$ cat config.mk
export PLATFORM = sky130hd
export DESIGN_NAME = apb_cpu_port
export DESIGN_NICKNAME = d
export VERILOG_FILES = /design/src/source/bus_pkg.sv /design/src/source/video_pkg.sv /design/src/source/apb_cpu_port.sv
export SDC_FILE = /design/constraint.sdc
export NUM_CORES = 1
export LEC_CHECK = 0
export BUFFER_PORTS_ARGS = -buffer_cell sky130_fd_sc_hd__clkbuf_2
export CORE_MARGIN = 5
export CORE_UTILIZATION = 25
export DETAILED_ROUTE_END_ITERATION = 6
export PLACE_DENSITY = 0.73
export SETUP_SLACK_MARGIN = 0.1
export SLEW_MARGIN = 20
export SYNTH_ARGS = -nofsm -noshare
export SYNTH_HDL_FRONTEND = slang
export SYNTH_SLANG_ARGS = --single-unit
export TNS_END_PERCENT = 100
$ cat constraint.sdc
create_clock -name clk -period 1.32 [get_ports clk]
set_input_delay 0.264 -clock clk [delete_from_list [all_inputs] [get_ports clk]]
set_output_delay 0.264 -clock clk [all_outputs]
set_load 0.05 [all_outputs]
$ cat src/source/bus_pkg.sv
// bus map: APB address width, palette and PROM regions, decode masks, palette wait states
package bus_pkg;

    localparam int APB_AW = 12;

    // palette region, blue bank on bit 9, entry on bits 8..0
    localparam logic [APB_AW-1:0] PAL_BASE     = 12'h000;
    localparam logic [APB_AW-1:0] PAL_SIZE     = 12'h400;
    localparam logic [APB_AW-1:0] PAL_MASK     = ~(PAL_SIZE - 12'h001);
    localparam int                PAL_BANK_BIT = 9;

    // priority PROM region, write only from the bus
    localparam logic [APB_AW-1:0] PROM_BASE = 12'h400;
    localparam logic [APB_AW-1:0] PROM_SIZE = 12'h100;
    localparam logic [APB_AW-1:0] PROM_MASK = ~(PROM_SIZE - 12'h001);

    // palette access phase length in clocks
    localparam int PAL_WAIT  = 3;
    localparam int PAL_CNT_W = 2;           // wide enough for PAL_WAIT - 1

    // counter value one clock before pready
    localparam logic [PAL_CNT_W-1:0] PAL_LAST_CNT = PAL_CNT_W'(PAL_WAIT - 2);

endpackage

$ cat src/source/video_pkg.sv
// video formats: pixel widths, layer enable bits, priority layer enum, palette index union
package video_pkg;

    // pixel index widths as they leave the tile and sprite engines
    localparam int CHAR_W = 7;
    localparam int OBJ_W  = 8;
    localparam int SCR_W  = 8;

    localparam int RGB_W      = 4;          // one colour channel
    localparam int LAYER_EN_W = 3;          // char, scroll, object
    localparam int EN_CHAR    = 0;
    localparam int EN_SCR     = 1;
    localparam int EN_OBJ     = 2;

    localparam int PRIO_AW = 8;             // 256 priority rules
    localparam int PRIO_DW = 2;             // one layer code per rule

    localparam int PAL_AW = 9;              // 512 entries per palette bank
    localparam int PAL_DW = 2 * RGB_W;      // green in the upper nibble, red below

    // winning layer as coded in the priority PROM
    typedef enum logic [PRIO_DW-1:0] {
        LAYER_CHAR     = 2'd0,
        LAYER_CHAR_ALT = 2'd1,              // same as char on the board
        LAYER_OBJ      = 2'd2,
        LAYER_SCR      = 2'd3
    } layer_e;

    // palette bank of each layer in the pixel view
    localparam logic [PAL_AW-CHAR_W-1:0] BANK_CHAR = 2'b00;
    localparam logic [PAL_AW-CHAR_W-1:0] BANK_OBJ  = 2'b01;
    localparam logic [PAL_AW-CHAR_W-1:0] BANK_SCR  = 2'b10;

    // palette address, cpu word index or layer bank plus colour
    typedef union packed {
        logic [PAL_AW-1:0] cpu;             // flat entry from the bus
        struct packed {
            logic [PAL_AW-CHAR_W-1:0] bank; // which layer owns the entry
            logic [CHAR_W-1:0]        color;
        } pxl;
    } pal_index_u;

endpackage
$ cat src/source/apb_cpu_port.sv
// apb_cpu_port: APB slave with region decode, palette wait counter, PROM write strobe, pslverr
module apb_cpu_port (
    input  logic                              clk,
    input  logic                              rst_n,
    input  logic [bus_pkg::APB_AW-1:0]        paddr,
    input  logic                              psel,
    input  logic                              penable,
    input  logic                              pwrite,
    input  logic [7:0]                        pwdata,
    output logic [7:0]                        prdata,
    output logic                              pready,
    output logic                              pslverr,
    output logic                              pal_cs,
    output logic                              pal_wr,
    output logic [bus_pkg::PAL_BANK_BIT:0]    pal_addr,
    output logic [7:0]                        pal_wdata,
    input  logic [7:0]                        pal_rdata,
    output logic                              prom_we,
    output logic [video_pkg::PRIO_AW-1:0]     prom_addr,
    output logic [video_pkg::PRIO_DW-1:0]     prom_data
);

    logic                          pal_hit;
    logic                          prom_hit;
    logic                          err_hit;
    logic                          setup;
    logic                          access;
    logic [bus_pkg::PAL_CNT_W-1:0] wait_cnt;  // access cycles done so far

    // region decode
    assign pal_hit  = (paddr & bus_pkg::PAL_MASK) == bus_pkg::PAL_BASE;
    assign prom_hit = (paddr & bus_pkg::PROM_MASK) == bus_pkg::PROM_BASE;
    assign err_hit  = !pal_hit && !(prom_hit && pwrite); // prom reads are errors too

    assign setup  = psel && !penable;
    assign access = psel && penable;

    // palette strobe from setup until the last access cycle
    assign pal_cs    = psel && pal_hit && !pready;
    assign pal_wr    = pal_cs && pwrite;
    assign pal_addr  = paddr[bus_pkg::PAL_BANK_BIT:0]; // bank bit plus entry
    assign pal_wdata = pwdata;

    // prom payload straight from the bus, valid while prom_we is high
    assign prom_addr = paddr[video_pkg::PRIO_AW-1:0];
    assign prom_data = pwdata[video_pkg::PRIO_DW-1:0];

    // read data only on a palette completion
    assign prdata = (pready && pal_hit) ? pal_rdata : 8'h00;

    always_ff @(posedge clk) begin
        if (!rst_n) begin
            wait_cnt <= '0;
            pready   <= 1'b0;
            pslverr  <= 1'b0;
            prom_we  <= 1'b0;
        end else begin
            // palette waits out its access phase
            wait_cnt <= (access && pal_hit && !pready) ? wait_cnt + 1'b1 : '0;
            pready   <= (setup && !pal_hit) ||
                        (access && pal_hit && !pready && wait_cnt == bus_pkg::PAL_LAST_CNT);
            pslverr  <= setup && err_hit;          // lines up with the one cycle pready
            prom_we  <= setup && pwrite && prom_hit; // high in the first access cycle
        end
    end

    // completion only inside an access phase
    a_pready_access: assert property (@(posedge clk) disable iff (!rst_n)
        pready |-> psel && penable)
        else $error("pready outside access phase");

    // single clock prom strobe per transfer
    a_prom_we_pulse: assert property (@(posedge clk) disable iff (!rst_n)
        prom_we |=> !prom_we)
        else $error("prom_we longer than one clock");

endmodule

==> summary.txt <==
Die
  • Starting Density: between 20% and 30%
  • Core ar.: 1902 µm²
  • Num ports: 74
  • Die area: 2935 µm²
  • Die X: 54.18 µm
  • Rows: 16
  • Die height: 54.18 µm

Clocking
  • Hold_buf cts: 0
  • CTS Buffer Depth: 2
  • Root Buffer: clkbuf_4
  • H-tree depth: 1
  • Num CTS Buffers: 3
  • Clock transition at path regs: 0.05 ns
  • CTS tree: built
  • Worst skew pair latency: 0.24 ns
  • Sink Count: 5

Yosys
  • Avg Cell Area, Syn: 8.413 µm²
  • Fraction of registers with async set/reset: 0%
  • Synth top area share: 43.08%
  • Post-synth EDFFs: 0
  • Top-count cell post-synth: buf_4
  • Area leader, netlist: buf_4
  • Post-Syn Area: 488.0 µm²
  • Flops & latches, synth: 5
  • Synth Instances: 58
  • Prevailing post-synth register cell: dfxtp_1
  • Register area share after synthesis: 20.51%
  • Commonest cells post-synth: buf_4 (28), and3_2 (8), dfxtp_1 (5)
  • Ys Warns: 0
  • Unique masters post-synth: 18
  • Syn_nets: between 90 and 100
  • Area contributors post-synth: buf_4 (43%), dfxtp_1 (21%), and3_2 (12%), or4b_4 (2.8%), ha_1 (2.6%)

STA
  • RSZ-0062 raised after global routing: true
  • WHS: 0.2226 ns
  • Worst Slack Setup Final: -0.3957 ns
  • Finish-stage setup viols: 12
  • Slew Limit Fails: 0
  • Clock Skew: 0.004406 ns
  • Maximum clock rate: 582.8 MHz
  • Final Hold Viols: 0
  • Tmin final: 1.716 ns
  • Period utilization: 130.0%
  • Tightest Pin Transition: 0.3789 ns
  • Rel. slew slack: 74.38%

Route
  • Post-Route WL: 1312 µm
  • DR pass1 iterations: 2
  • Via count: 424
  • Vias per inst: roughly 4.0
  • Routed Antenna Nets: 0
  • Remaining DRCs: 0
  • Wirelength per Cell: between 10 and 15 µm
  • Initial DRC Count: 3

Worst setup path
  • Slowest Stage Delay on Critical Path: about 0.50 ns
  • Critical path required time: between 1 and 1.5 ns
  • Worst path slowest cell: or4b_4
  • Arr. time, crit path: between 1 and 1.5 ns
  • Crit path from: pready$_SDFF_PN0_
  • Critical Path Source Type: register
  • CP Max Fanout: 2
  • CP cell instances: or4b_4 > clkinvlp_4 > and2_4 > clkbuf_16
  • CP Class: reg2out
  • RR Startpoint: pready$_SDFF_PN0_
  • Crit. End Element: primary output

Pwr
  • Pleak: 0.0003909 µW
  • Sequential fraction of design power: 31.9%
  • Proportion of power drawn by the clock network: 36.8%
  • Pwr dens: 588.5 nW/µm²
  • Net Sw Frac: 29.49%
  • Net switching power: ~140 µW
  • Comb power frac: a little under a third
  • Internal power: 341.6 µW
  • Peak supply drop: 0.3552 mV

Flow run
  • Max cap viols: 0

Worst hold path
  • Worst min-delay path startpoint: pwrite
  • Min-Delay Path Class: in2reg

Finish
  • Post-layout util: 43.29%
  • Inserted Diodes: 0
  • Nets: 114
  • Area Growth Syn to Fin: 68.72%
  • Non-filler cells, final: roughly 110
  • Layout cell share with drive strength beyond 1: 79.75%
  • Post-Layout Inst Area: 823.3 µm²
  • Fillers: ~190

Global routing
  • Global-route wire length before repair: about 1800 µm
  • GRT Overall Usage: under 10%
  • Largest net degree at the start of global routing: 11
  • Congestion Overflow GR: 0
  • Number of global-route vias before repair: 417
  • Initial antenna violation count: 0

Placed design
  • Post-Place Cell Area: 544.3 µm²
  • DP Wirelength: 968.3 µm
  • GPL Wtd Cong: 0.6921
  • Placed insts: 95
  • PortBufs: 31

Run status
  • Status: complete, but fails checks
  • Failing checks: setup timing
-- path summary, 6_finish.rpt --
kind	end	slack [ns]	cells past startpoint
worst max-delay path	pal_wr	-0.40	4
worst min-delay path	pslverr$_SDFF_PN0_	0.22	2
worst max register to register	pready$_SDFF_PN0_	-0.07	5
worst min register to register	wait_cnt[0]$_SDFF_PN0_	0.44	1
-- per-stage QoR --
step | setup WS (ns) | power [µW] | setup TNS [ns]
final | -0.3957 | 484.5 | -2.009
after floorplan | -0.3595 | 428.0 | -0.4400
after global routing | -0.4368 | 520.3 | -2.455
after detailed placement | -0.3216 | 268.7 | -1.384
after global placement | -0.3026 | 266.1 | -1.197
after CTS | -0.4071 | 463.1 | -1.068
-- layout by cell type, fill, tap and decap left out --
master,n
and3_4,8
buf_4,8
nor2_4,1
inv_1,1
nand3b_1,1
dfxtp_4,1
nand3_1,1
buf_8,7
dfxtp_1,4
and3b_1,1
clkinvlp_4,1
ha_1,1
or4b_4,1
buf_2,1
clkbuf_16,3
buf_6,5
a211oi_1,1
or4b_1,1
clkbuf_2,20
nand2_1,1
nor3_2,1
nor4b_1,1
and2_4,1
clkbuf_4,3
clkbuf_1,1
buf_12,1
and3_1,1
o22ai_1,1
nor3_4,1
-- registers in the layout, summed over array words and instances, names as in the netlist --
| name | cells |
|---|---|
| pslverr | 1 |
| wait_cnt | 2 |
| prom_we | 1 |
| pready | 1 |
-- layer usage --
metal	up-vias	wire (µm)	track usage [%]
met2	11	791	16.14
met3	0	127	7.479
li1	214	-	-
met4	0	0	3.320
met5	-	0	0
met1	199	393	7.049
-- kinds of logic after synthesis --
| kind of cell | Yosys count | synth area share, % |
|---|---|---|
| buf+inv | 30 | 44.62 |
| simple gates | 20 | 29.49 |
| flops | 5 | 20.51 |
| compound gates | 2 | 2.822 |
| fa+ha+maj | 1 | 2.564 |
-- critical path: cells and delay by family (launching register included) --
family	cells	cell delay, ns
DFF	1	0.34
and+or+nand+nor	2	0.63
buffers and inverters	2	0.24
-- power groups by stage --
stage	clock network (µW)	registers (µW)	logic [µW]
floorplan	0	167	261
global placement	0	157	109
detailed placement	0	157	111
CTS	184	155	124
global route	205	155	161
finish	178	155	151
-- final cells by class --
cell class,instances,area (µm²),area share [%]
inverters,2,11.26,1.368
multi-input cells,23,226.5,27.51
well taps,27,33.78,4.103
repair buffers,45,421.7,51.22
flip-flops and latches,5,103.9,12.61
clock buffers,4,26.28,3.191
-- timing repair --
item,4_1_cts,5_1_grt
pin swaps,1,2
hold endpoints to repair,0,0
resized for setup,27,25
endpoints found under the setup margin,14,14
buffers inserted,0,6
gates cloned,0,1
(Power assumes the default switching activity.)
